`config.mk`:
```
export PLATFORM = sky130hd
export DESIGN_NAME = pu_top
export DESIGN_NICKNAME = d
export VERILOG_FILES = /design/src/common/pu_pkg.sv /design/src/pu_div/div_pipe.sv /design/src/pu_div/pu_div.sv /design/src/program_mem.sv /design/src/pu_fram.sv /design/src/pu_top.sv /design/src/sequencer.sv
export SDC_FILE = /design/constraint.sdc
export NUM_CORES = 2
export LEC_CHECK = 0
export BUFFER_PORTS_ARGS = -buffer_cell sky130_fd_sc_hd__buf_4
export CORE_MARGIN = 2
export CORE_UTILIZATION = 65
export DETAILED_ROUTE_END_ITERATION = 10
export GPL_TIMING_DRIVEN = 1
export PLACE_DENSITY = 0.85
export SETUP_SLACK_MARGIN = 0.5
export SLEW_MARGIN = 20
export SYNTH_ARGS = -nofsm -noshare
export SYNTH_HDL_FRONTEND = slang
export SYNTH_SLANG_ARGS = --single-unit
```
`constraint.sdc`:
```
create_clock -name clk -period 39.8 [get_ports clk]
set_clock_uncertainty 0.15 [all_clocks]
set_input_delay 1.99 -clock clk [delete_from_list [all_inputs] [get_ports clk]]
set_output_delay 1.99 -clock clk [all_outputs]
set_load 0.05 [all_outputs]
```
`src/common/pu_pkg.sv`:
```
package pu_pkg;

  parameter int DATA_WIDTH = 32;
  parameter int ATTR_WIDTH = 4;
  parameter int INVALID    = 0; // bit of the attribute word that flags a bad value.

  parameter int FRAM_WORDS = 8;
  parameter int PROG_WORDS = 16;

  typedef logic [DATA_WIDTH-1:0] data_t;
  typedef logic [ATTR_WIDTH-1:0] attr_t;
  typedef logic [2:0]            fram_addr_t;
  typedef logic [3:0]            prog_addr_t;

  // one microprogram word, sixteen bits wide.
  typedef struct packed {
    logic       halt;       // last word of the program.
    logic       div_wr;
    logic       div_wr_sel; // high starts a division.
    logic       div_oe;
    logic       div_oe_sel; // high selects the remainder.
    logic       fram_wr;
    logic       fram_oe;
    fram_addr_t fram_addr;
    logic [5:0] spare;
  } ctrl_word_t;

  typedef enum logic {
    SEQ_IDLE,
    SEQ_RUN
  } seq_state_t;

endpackage

```
`src/pu_div/div_pipe.sv`:
```
`timescale 1ns/1ps

module div_pipe
  import pu_pkg::*;
#(
  parameter int DATA_WIDTH = pu_pkg::DATA_WIDTH,
  parameter int PIPE       = 4
) (
  input  logic  clk,
  input  logic  rst,
  input  data_t numer,
  input  data_t denom,
  output data_t quotient,
  output data_t remain
);

  // DATA_WIDTH has to divide evenly by PIPE.
  localparam int STEPS = DATA_WIDTH / PIPE;

  // nq starts as the numerator. Each step shifts one numerator bit out at
  // the top and one quotient bit in at the bottom.
  typedef struct packed {
    data_t rem;
    data_t nq;
    data_t den;
  } stage_t;

  function automatic stage_t restore_steps(input stage_t st_in);
    stage_t                st;
    logic [DATA_WIDTH:0]   shifted;
    logic                  qbit;
    int                    s;
    st = st_in;
    for (s = 0; s < STEPS; s++) begin
      shifted = {st.rem, st.nq[DATA_WIDTH-1]};
      qbit    = (shifted >= {1'b0, st.den});
      if (qbit) begin
        shifted = shifted - {1'b0, st.den};
      end
      st.nq  = {st.nq[DATA_WIDTH-2:0], qbit};
      st.rem = shifted[DATA_WIDTH-1:0];
    end
    return st;
  endfunction

  for (genvar g = 0; g < PIPE; g++) begin : g_stage
    stage_t st_in;
    stage_t st_q;

    if (g == 0) begin : g_head
      assign st_in = '{rem: '0, nq: numer, den: denom};
    end else begin : g_tail
      assign st_in = g_stage[g-1].st_q;
    end

    always_ff @(posedge clk) begin
      if (rst) begin
        st_q <= '0;
      end else begin
        st_q <= restore_steps(st_in); // denominator rides along unchanged.
      end
    end
  end

  // with a zero denominator every trial succeeds. The quotient fills with
  // ones and the remainder ends up holding the numerator.
  assign quotient = g_stage[PIPE-1].st_q.nq;
  assign remain   = g_stage[PIPE-1].st_q.rem;

endmodule

```
`src/pu_div/pu_div.sv`:
```
`timescale 1ns/1ps

module pu_div
  import pu_pkg::*;
#(
  parameter int DATA_WIDTH = pu_pkg::DATA_WIDTH,
  parameter int ATTR_WIDTH = pu_pkg::ATTR_WIDTH,
  parameter int INVALID    = pu_pkg::INVALID,
  parameter int PIPE       = 4
) (
  input  logic  clk,
  input  logic  rst,
  input  logic  wr,
  input  logic  wr_sel,
  input  logic  oe,
  input  logic  oe_sel,
  input  data_t data_in,
  input  attr_t attr_in,
  output data_t data_out,
  output attr_t attr_out
);

  typedef struct packed {
    data_t value;
    logic  inv;
  } operand_t;

  operand_t      num_latch;
  operand_t      op_a;
  operand_t      op_b;
  operand_t      op_a_d;
  operand_t      op_b_d;
  logic [PIPE:0] inv_pipe;
  data_t         quotient;
  data_t         remain;

  // the numerator waits here until the denominator arrives.
  always_ff @(posedge clk) begin
    if (wr && !wr_sel) begin
      num_latch <= '{value: data_in, inv: attr_in[INVALID]};
    end
  end

  always_comb begin
    op_a_d = op_a;
    op_b_d = op_b;
    if (wr && wr_sel) begin
      op_a_d = num_latch;
      op_b_d = '{value: data_in, inv: attr_in[INVALID]};
    end
  end

  // inv_pipe[0] lines up with the operand registers and inv_pipe[PIPE]
  // with the last divider stage, so flag and result change together.
  always_ff @(posedge clk) begin
    if (rst) begin
      op_a     <= '0;
      op_b     <= '0;
      inv_pipe <= '0;
    end else begin
      op_a     <= op_a_d;
      op_b     <= op_b_d;
      inv_pipe <= {inv_pipe[PIPE-1:0], op_a_d.inv | op_b_d.inv | (op_b_d.value == '0)};
    end
  end

  div_pipe #(
    .DATA_WIDTH (DATA_WIDTH),
    .PIPE       (PIPE)
  ) u_div_pipe (
    .clk      (clk),
    .rst      (rst),
    .numer    (op_a.value),
    .denom    (op_b.value),
    .quotient (quotient),
    .remain   (remain)
  );

  assign data_out = oe ? (oe_sel ? remain : quotient) : '0;

  assign attr_out = oe ? ({{(ATTR_WIDTH-1){1'b0}}, inv_pipe[PIPE]} << INVALID) : '0;

endmodule

```
`src/program_mem.sv`:
```
`timescale 1ns/1ps

module program_mem
  import pu_pkg::*;
(
  input  logic       clk,
  input  logic       rst,
  input  logic       prog_we,
  input  prog_addr_t prog_addr,
  input  ctrl_word_t prog_word,
  input  prog_addr_t rd_addr,
  output ctrl_word_t rd_word
);

  // an empty slot stops the sequencer right away.
  localparam ctrl_word_t HALT_WORD = '{halt: 1'b1, default: '0};

  ctrl_word_t mem [PROG_WORDS];

  always_ff @(posedge clk) begin
    if (rst) begin
      for (int i = 0; i < PROG_WORDS; i++) begin
        mem[i] <= HALT_WORD;
      end
    end else if (prog_we) begin
      mem[prog_addr] <= prog_word;
    end
  end

  // read is combinational. The sequencer registers the word itself.
  assign rd_word = mem[rd_addr];

endmodule

```
`src/pu_fram.sv`:
```
`timescale 1ns/1ps

module pu_fram
  import pu_pkg::*;
#(
  parameter int DATA_WIDTH = pu_pkg::DATA_WIDTH,
  parameter int ATTR_WIDTH = pu_pkg::ATTR_WIDTH
) (
  input  logic       clk,
  input  logic       rst,
  input  logic       wr,
  input  logic       oe,
  input  logic       host_we,
  input  logic       host_attr,
  input  fram_addr_t addr,
  input  fram_addr_t host_addr,
  input  fram_addr_t host_raddr,
  input  data_t      data_in,
  input  data_t      host_data,
  input  attr_t      attr_in,
  output data_t      data_out,
  output data_t      host_rdata,
  output attr_t      attr_out,
  output attr_t      host_rattr
);

  typedef struct packed {
    data_t data;
    attr_t attr;
  } fram_word_t;

  fram_word_t mem [FRAM_WORDS];
  attr_t      host_attr_word;

  // the host can only mark a word invalid or leave its attribute clear.
  assign host_attr_word = {{(ATTR_WIDTH-1){1'b0}}, host_attr} << INVALID;

  always_ff @(posedge clk) begin
    if (rst) begin
      for (int i = 0; i < FRAM_WORDS; i++) begin
        mem[i] <= '0;
      end
    end else if (wr) begin
      mem[addr] <= '{data: data_in, attr: attr_in}; // bus side wins a collision.
    end else if (host_we) begin
      mem[host_addr] <= '{data: host_data, attr: host_attr_word};
    end
  end

  assign data_out = oe ? mem[addr].data : '0;
  assign attr_out = oe ? mem[addr].attr : '0;

  assign host_rdata = mem[host_raddr].data;
  assign host_rattr = mem[host_raddr].attr;

endmodule

```
`src/pu_top.sv`:
```
`timescale 1ns/1ps

module pu_top
  import pu_pkg::*;
#(
  parameter int DATA_WIDTH = pu_pkg::DATA_WIDTH,
  parameter int ATTR_WIDTH = pu_pkg::ATTR_WIDTH,
  parameter int INVALID    = pu_pkg::INVALID,
  parameter int PIPE       = 4
) (
  input  logic       clk,
  input  logic       rst,
  input  logic       start,
  input  logic       prog_we,
  input  logic       host_we,
  input  logic       host_attr,
  input  prog_addr_t prog_addr,
  input  ctrl_word_t prog_word,
  input  fram_addr_t host_addr,
  input  fram_addr_t host_raddr,
  input  data_t      host_data,
  output logic       busy,
  output logic       done,
  output data_t      host_rdata,
  output attr_t      host_rattr
);

  prog_addr_t rd_addr;
  ctrl_word_t rd_word;
  ctrl_word_t ctrl;
  data_t      div_data;
  data_t      fram_data;
  data_t      data_bus;
  attr_t      div_attr;
  attr_t      fram_attr;
  attr_t      attr_bus;

  // idle units drive zero, so a plain OR is the bus.
  assign data_bus = div_data | fram_data;
  assign attr_bus = div_attr | fram_attr;

  program_mem u_program_mem (
    .clk       (clk),
    .rst       (rst),
    .prog_we   (prog_we),
    .prog_addr (prog_addr),
    .prog_word (prog_word),
    .rd_addr   (rd_addr),
    .rd_word   (rd_word)
  );

  sequencer u_sequencer (
    .clk     (clk),
    .rst     (rst),
    .start   (start),
    .rd_word (rd_word),
    .rd_addr (rd_addr),
    .ctrl    (ctrl),
    .busy    (busy),
    .done    (done)
  );

  pu_div #(
    .DATA_WIDTH (DATA_WIDTH),
    .ATTR_WIDTH (ATTR_WIDTH),
    .INVALID    (INVALID),
    .PIPE       (PIPE)
  ) u_pu_div (
    .clk      (clk),
    .rst      (rst),
    .wr       (ctrl.div_wr),
    .wr_sel   (ctrl.div_wr_sel),
    .oe       (ctrl.div_oe),
    .oe_sel   (ctrl.div_oe_sel),
    .data_in  (data_bus),
    .attr_in  (attr_bus),
    .data_out (div_data),
    .attr_out (div_attr)
  );

  pu_fram #(
    .DATA_WIDTH (DATA_WIDTH),
    .ATTR_WIDTH (ATTR_WIDTH)
  ) u_pu_fram (
    .clk        (clk),
    .rst        (rst),
    .wr         (ctrl.fram_wr),
    .oe         (ctrl.fram_oe),
    .host_we    (host_we),
    .host_attr  (host_attr),
    .addr       (ctrl.fram_addr),
    .host_addr  (host_addr),
    .host_raddr (host_raddr),
    .data_in    (data_bus),
    .host_data  (host_data),
    .attr_in    (attr_bus),
    .data_out   (fram_data),
    .host_rdata (host_rdata),
    .attr_out   (fram_attr),
    .host_rattr (host_rattr)
  );

endmodule

```
`src/sequencer.sv`:
```
`timescale 1ns/1ps

module sequencer
  import pu_pkg::*;
(
  input  logic       clk,
  input  logic       rst,
  input  logic       start,
  input  ctrl_word_t rd_word,
  output prog_addr_t rd_addr,
  output ctrl_word_t ctrl,
  output logic       busy,
  output logic       done
);

  seq_state_t state;
  prog_addr_t pc;

  assign rd_addr = pc;
  assign busy    = (state == SEQ_RUN);

  always_ff @(posedge clk) begin
    if (rst) begin
      state <= SEQ_IDLE;
      pc    <= '0;
      ctrl  <= '0;
      done  <= 1'b0;
    end else begin
      done <= 1'b0;
      case (state)
        SEQ_IDLE: begin
          if (start) begin
            ctrl  <= rd_word; // pc sits at zero while idle.
            pc    <= pc + 1'b1;
            state <= SEQ_RUN;
          end
        end
        SEQ_RUN: begin
          // start is not looked at here, so a run cannot be restarted.
          if (ctrl.halt) begin
            ctrl  <= '0;
            pc    <= '0;
            state <= SEQ_IDLE;
            done  <= 1'b1;
          end else begin
            ctrl <= rd_word;
            pc   <= pc + 1'b1;
          end
        end
        default: begin
          state <= SEQ_IDLE;
        end
      endcase
    end
  end

endmodule

```
# After elaboration in Yosys (flattened, before gate mapping)

Memories as Yosys holds them, arrays and structs flattened. A register that Yosys moved wholly into a read port is not among the register bits.
Index checks and enable logic that the tools add are counted.

Input bits: 64
ROM bits: 0
Output and inout bits: 38
Word-level logic and storage cells: 212
Bits in writable memories: 544
Latch bits: 0
Memories kept: 2
Register bits after elaboration: 472

Memory list:

| name              | words | bits a word | rd ports | clocked after Yosys merged registers in | wr ports | line              | RTL |
|---|---|---|---|---|---|---|---|
| u_pu_fram.mem     | 8     | 36          | 2        | 1                                       | 8        | pu_fram.sv:32     | `fram_word_t mem [FRAM_WORDS];` |
| u_program_mem.mem | 16    | 16          | 1        | 1                                       | 16       | program_mem.sv:18 | `ctrl_word_t mem [PROG_WORDS];` |

Reduce and logical (&&, ||, !) cells: 8
Bitwise operators: 5
Shift-type cells: 0
$mul: 0
Div/mod/pow operators: 0
Order comparisons: 32
Add/subtract/negate cells: 33
Multiplexer cells: 102
Equal/unequal tests: 1

Operators with widths:

| kind                | number |
|---|---|
| $mux 32             | 63 |
| $ge 33x32->1        | 31 |
| $sub 32x32->32      | 31 |
| $mux 36             | 2 |
| $reduce_or 36->1    | 2 |
| $mux 16             | 3 |
| $mux 33             | 1 |
| $ge 1x32->1         | 1 |
| $logic_not 32->1    | 1 |
| $or 32x32->32       | 1 |
| $pmux 16 s2         | 1 |
| $sub 1x32->32       | 1 |
| $mux 4              | 6 |
| $mux 1              | 20 |
| $reduce_or 16->1    | 1 |
| $mux 3              | 4 |
| $pmux 4 s2          | 1 |
| $add 4x1->4 const B | 1 |
| $or 4x4->4          | 1 |
| $logic_and 1x1->1   | 2 |
| $ne 2x2->1 const B  | 1 |
| $or 1x1->1          | 2 |
| $pmux 1 s2          | 1 |
| $reduce_or 2->1     | 1 |
| 2 further kinds     | 2 |

# Longest topological paths before layout

Word-level depth: 23
Gate-level depth with buffers: 134

# By module

From an unflattened synthesis, not the netlist that was laid out.

Cells, all modules: 12107
Area total of the unflattened synthesis: 103163.9 um2

By module, submodules not included:

| module      | area each (um2) | cells an instance | seq. area each (um2) | instances |
|---|---|---|---|---|
| div_pipe    | 69282.7         | 9475              | 7046.8               | 1 |
| pu_fram     | 17187.7         | 1381              | 8648.3               | 1 |
| program_mem | 11558.6         | 723               | 7687.4               | 1 |
| pu_div      | 4162.7          | 433               | 2412.3               | 1 |
| sequencer   | 747.0           | 59                | 440.4                | 1 |
| pu_top      | 225.2           | 36                | 0.0                  | 1 |

# Least setup slack after synthesis

No wires, ideal clock.

Kind: register -> register
Start: reg u_pu_div.u_div_pipe.g_stage[0].st_q[1] (netlist bit)
End: reg u_pu_div.u_div_pipe.g_stage[1].st_q[64] (netlist bit)
Slack: 11.979 ns
Required time: 39.527 ns
Arrival: 27.548 ns
Cell stages (with the launch flop): 125
Path buffers: 15
Cells stage by stage: dfxtp_1 > inv_1 > ha_1 > nand3b_1 > a21oi_1 > nor4_2 > nor3b_1 > or4b_1 > a221o_1 > buf_2 > o21ai_1 > clkbuf_1 > clkbuf_1 > nand2_1 > nand2_1 > ha_1 > clkbuf_1 > a21oi_1 > [... 89 more ...] > a211oi_1 > or3_1 > ha_1 > a21o_1 > a21oi_1 > o21bai_1 > a21o_1 > a31o_2 > a311oi_1 > nor3_1 > a211oi_1 > o31ai_1 > a221o_1 > a311o_1 > a21oi_1 > o21ai_0 > a211oi_4 > mux2_1

Longest elaborated chain between the ends: 23

Ends and longest elaborated chain:

| element                                               | line                           | RTL |
|---|---|---|
| start, declared                                       | div_pipe.sv:48                 | `stage_t st_q;` |
| start signal, assigned                                | div_pipe.sv:60                 | `st_q <= restore_steps(st_in);` |
| $sub 32x32->32 / $ge 33x32->1 (equally long branches) | div_pipe.sv:38, div_pipe.sv:36 |  |
| $mux 32                                               | div_pipe.sv:37                 | `if (qbit) begin` |
| $mux 32                                               | div_pipe.sv:57                 | `if (rst) begin` |
| $sub 32x32->32 / $ge 33x32->1 (equally long branches) | div_pipe.sv:38, div_pipe.sv:36 |  |
| $mux 32                                               | div_pipe.sv:37                 |  |
| $mux 32                                               | div_pipe.sv:57                 |  |
| $sub 32x32->32 / $ge 33x32->1 (equally long branches) | div_pipe.sv:38, div_pipe.sv:36 |  |
| $mux 32                                               | div_pipe.sv:37                 |  |
| [... 7 more ...]                                      | -                              |  |
| $sub 32x32->32 / $ge 33x32->1 (equally long branches) | div_pipe.sv:38, div_pipe.sv:36 |  |
| $mux 32                                               | div_pipe.sv:37                 |  |
| $mux 32                                               | div_pipe.sv:57                 |  |
| $sub 32x32->32 / $ge 33x32->1 (equally long branches) | div_pipe.sv:38, div_pipe.sv:36 |  |
| $mux 32                                               | div_pipe.sv:37                 |  |
| $mux 32                                               | div_pipe.sv:57                 |  |
| $ge 33x32->1 *                                        | div_pipe.sv:36                 | `qbit = (shifted >= {1'b0, st.den});` |
| $mux 32 *                                             | div_pipe.sv:37                 |  |
| end signal, assigned                                  | div_pipe.sv:60                 |  |
| end, declared                                         | div_pipe.sv:48                 |  |

Every way passes the cells marked *; elsewhere a longest branch is shown, timed or not. The select of a mux whose other input is x is not followed.
A chain may end at the register's enable or synchronous reset.

# Final worst setup path

Start: reg u_pu_div.u_div_pipe.g_stage[2].st_q[1] (netlist bit)
End: reg u_pu_div.u_div_pipe.g_stage[3].st_q, in the netlist u_pu_div.u_div_pipe.remain[24]

Longest elaborated chain between the ends: 23

Ends and longest elaborated chain:

| element                                               | line |
|---|---|
| start, declared                                       | div_pipe.sv:48 |
| start signal, assigned                                | div_pipe.sv:60 |
| $sub 32x32->32 / $ge 33x32->1 (equally long branches) | div_pipe.sv:38, div_pipe.sv:36 |
| $mux 32                                               | div_pipe.sv:37 |
| $mux 32                                               | div_pipe.sv:57 |
| $sub 32x32->32 / $ge 33x32->1 (equally long branches) | div_pipe.sv:38, div_pipe.sv:36 |
| $mux 32                                               | div_pipe.sv:37 |
| $mux 32                                               | div_pipe.sv:57 |
| $sub 32x32->32 / $ge 33x32->1 (equally long branches) | div_pipe.sv:38, div_pipe.sv:36 |
| $mux 32                                               | div_pipe.sv:37 |
| [... 7 more ...]                                      | - |
| $sub 32x32->32 / $ge 33x32->1 (equally long branches) | div_pipe.sv:38, div_pipe.sv:36 |
| $mux 32                                               | div_pipe.sv:37 |
| $mux 32                                               | div_pipe.sv:57 |
| $sub 32x32->32 / $ge 33x32->1 (equally long branches) | div_pipe.sv:38, div_pipe.sv:36 |
| $mux 32                                               | div_pipe.sv:37 |
| $mux 32                                               | div_pipe.sv:57 |
| $sub 32x32->32 / $ge 33x32->1 (equally long branches) | div_pipe.sv:38, div_pipe.sv:36 |
| $mux 32 *                                             | div_pipe.sv:37 |
| end signal, assigned                                  | div_pipe.sv:60 |
| end, declared                                         | div_pipe.sv:48 |

Marked as above.

==> summary.txt <==
outcome: finished, final reports clean
nets@finish: 12100
vias post-DR: 90500
Setup CP Type: flip-flop to flip-flop
Unique masters post-synth: 103
post-synthesis cell area: 95500 µm²
Final HPWL DP: 226000 µm
Synth Net Count: 12300
global-route wire length before repair: 481000 µm
CP Data Arrival Time: 33.76 ns
total core area: 146000 µm²
Area contributors post-synth: edfxtp_1 15%, ha_1 13%, dfxtp_1 9.3%
cts bufs inserted: 93
initial antenna violation count: 8
Layout area overhead: 5.89%
Syn Inst Count: 11200
Startpoint Class: flip-flop
total die area: 150000 µm²
GR Util All Layers: 0.401
H-tree depth: 3
Final setup viols: 0
CTS tree: done
Buffers on Ports: 95
# clock sinks: 927
Crit Path Max Fanout: 61
number of global-route vias before repair: 86900
final WL: 313000 µm
fin. max-slew vios: 0
Post-DRT Antenna Nets: 0
# rows: 140
share of layout cells above drive strength 1: 0.103
Worst Setup SP: u_pu_div.u_div_pipe.g_stage[2].st_q[1]$_SDFF_PP0_
most common cell after layout, fill and taps aside: nor2_1
Rel. slew slack: 0.206
# resized after CTS: 0
Seq cells post-synth: 927
Die W: 387 µm
DRC: 0
maxcap violations: 0
hold_ws: 0.231 ns
post-synthesis sequential area ratio: 0.245
most frequent cells in the layout: 1154 x nor2_1, 995 x ha_1, 885 x a21oi_1, 827 x nand2_1, 586 x o21ai_0
Tightest Pin Transition: 1.19 ns
DRC marker count from the first detailed-route iteration: 10700
fin crit share: 0.837
boundary pin count: 102
critical path's slowest cell: dfxtp_1
buffer depth of the longest clock path: 3
crit path time final: 33.32 ns
CP required: 40.24 ns
unrepaired setup endpoints after global routing: no
slowest stage delay, CP: 0.74 ns
maximum number of pins on one net before global-route repair: 202
gr ovfl total: 0
Worst Hold Launch: u_pu_div.u_div_pipe.g_stage[0].st_q[33]$_SDFF_PP0_
Vias/cell: 6.93
Synth Warn #: 0
First-pass DRT Iterations: 9
HP Class: flip-flop to flip-flop
reg-to-reg startpoint: u_pu_div.u_div_pipe.g_stage[2].st_q[1]$_SDFF_PP0_
Most used DFF post-synth: edfxtp_1
Avg WL per Cell: 24.0 µm
number of flops mapped to enable cells by yosys: 481
Post-CTS Setup Inserts: 0
Hold Buf Count CTS: 0
final hold vios: 0
largest area contributor in the netlist: edfxtp_1
Yosys top cell area share: 0.151
Max Freq: 0.0300 GHz
clk slew on worst S/H paths: 0.06 ns
syn_area_per_cell: 8.56 µm²
fraction of registers with async set/reset: 0
Clock Latency Late Sink: 0.78 ns
root buffer cell: clkbuf_16
CP dominant cell by count: a21oi_1
GP Congestion: 1.00
Worst Setup End Kind: flip-flop
setup TNS: 0 ns
Chip Height: 387 µm
Initial Util: 0.656
## sequential cells by signal (all words and copies together), names as in the netlist, named ones only
signal,cells
u_pu_fram.mem,288
u_pu_div.op_a,33
u_sequencer.busy,1
u_sequencer.done,1
u_pu_div.u_div_pipe.remain,32
u_program_mem.mem,160
u_pu_div.op_b,33
u_sequencer.rd_addr,4
u_pu_div.num_latch,33
u_pu_div.inv_pipe,5
u_pu_div.u_div_pipe.g_stage.st_q,288
u_pu_div.u_div_pipe.quotient,32
u_sequencer.ctrl,10
## critical path: cells and delay by family, from the launching register on
kind                     cells  cell delay (ns)
AO/OA/AOI/OAI               72            20.11
multiplexers                 5             1.62
buffers and inverters       10             3.72
AND/OR/NAND/NOR             19             3.75
adder cells (fa/ha/maj)      8             2.85
flip-flops                   1             0.74
## layout make-up
type,count,area (µm²)
diodes,3,7.51
clock buffers,141,2750
clock inverters,34,433
fillers,11000,44600
inverters,515,1940
multi-input cells,9320,68800
flip-flops and latches,927,23400
well taps,1917,2400
repair buffers,190,1450
## layer usage
layer  wire length [µm]  GRT usage  share of wire  vias up
met3              34800     0.0867           0.11     1316
met2             139000      0.638           0.44     5602
met5                121    0.00319        0.00039        -
li1                   -          -              -    41000
met4              20500      0.232          0.065       12
met1             119000      0.502           0.38    42500
## per-stage QoR
step	cells	instance area, µm²	util	setup WS, ns
after global placement	12900	98000	0.672	7.99
after floorplan	11200	95500	-	11.98
after global routing	13000	101000	0.694	4.09
after CTS	13000	101000	0.694	7.17
after detailed placement	12900	98000	0.672	7.26
final	13000	101000	0.694	6.48
## kinds of logic after synthesis
kind of cell    share of synthesized area
simple gates                        0.180
fa+ha+maj                           0.137
xor+xnor                           0.0725
compound gates                      0.208
flops                               0.245
buf+inv                            0.0370
mux                                 0.121
## worst paths after layout
path,cells after the start,end,slack (ns)
setup / recovery,114,u_pu_div.u_div_pipe.remain[24]$_SDFF_PP0_,6.48
setup reg to reg,114,u_pu_div.u_div_pipe.remain[24]$_SDFF_PP0_,6.48
hold reg to reg,1,u_pu_div.u_div_pipe.g_stage[1].st_q[41]$_SDFF_PP0_,0.23
hold / removal,1,u_pu_div.u_div_pipe.g_stage[1].st_q[41]$_SDFF_PP0_,0.23
## Yosys cell counts (all sizes together), types with 19 or more instances
master   number
a211o        29
a211oi      104
a21boi       63
a21o        439
a21oi       889
a221o        52
a221oi       22
a22o         42
a31o         30
a31oi        91
and2        205
and3        126
and4         26
buf         104
clkbuf      295
dfxtp       446
edfxtp      481
fa           31
ha          995
inv         514
mux2        434
mux2i       230
mux4        194
nand2       836
nand2b      114
nand3       217
nand3b       20
nand4       153
nor2       1159
nor2b       229
nor3        207
nor4         55
o2111ai      21
o211ai       58
o21a        129
o21ai       611
o21bai      124
o221ai       41
o22ai        31
o31a         19
o31ai        64
or2          76
or3         104
xnor2       522
xor2        269
Power is left out: the tool's default activity adds up to more than one toggle a clock period on the data nets, which glitch-free logic cannot reach.
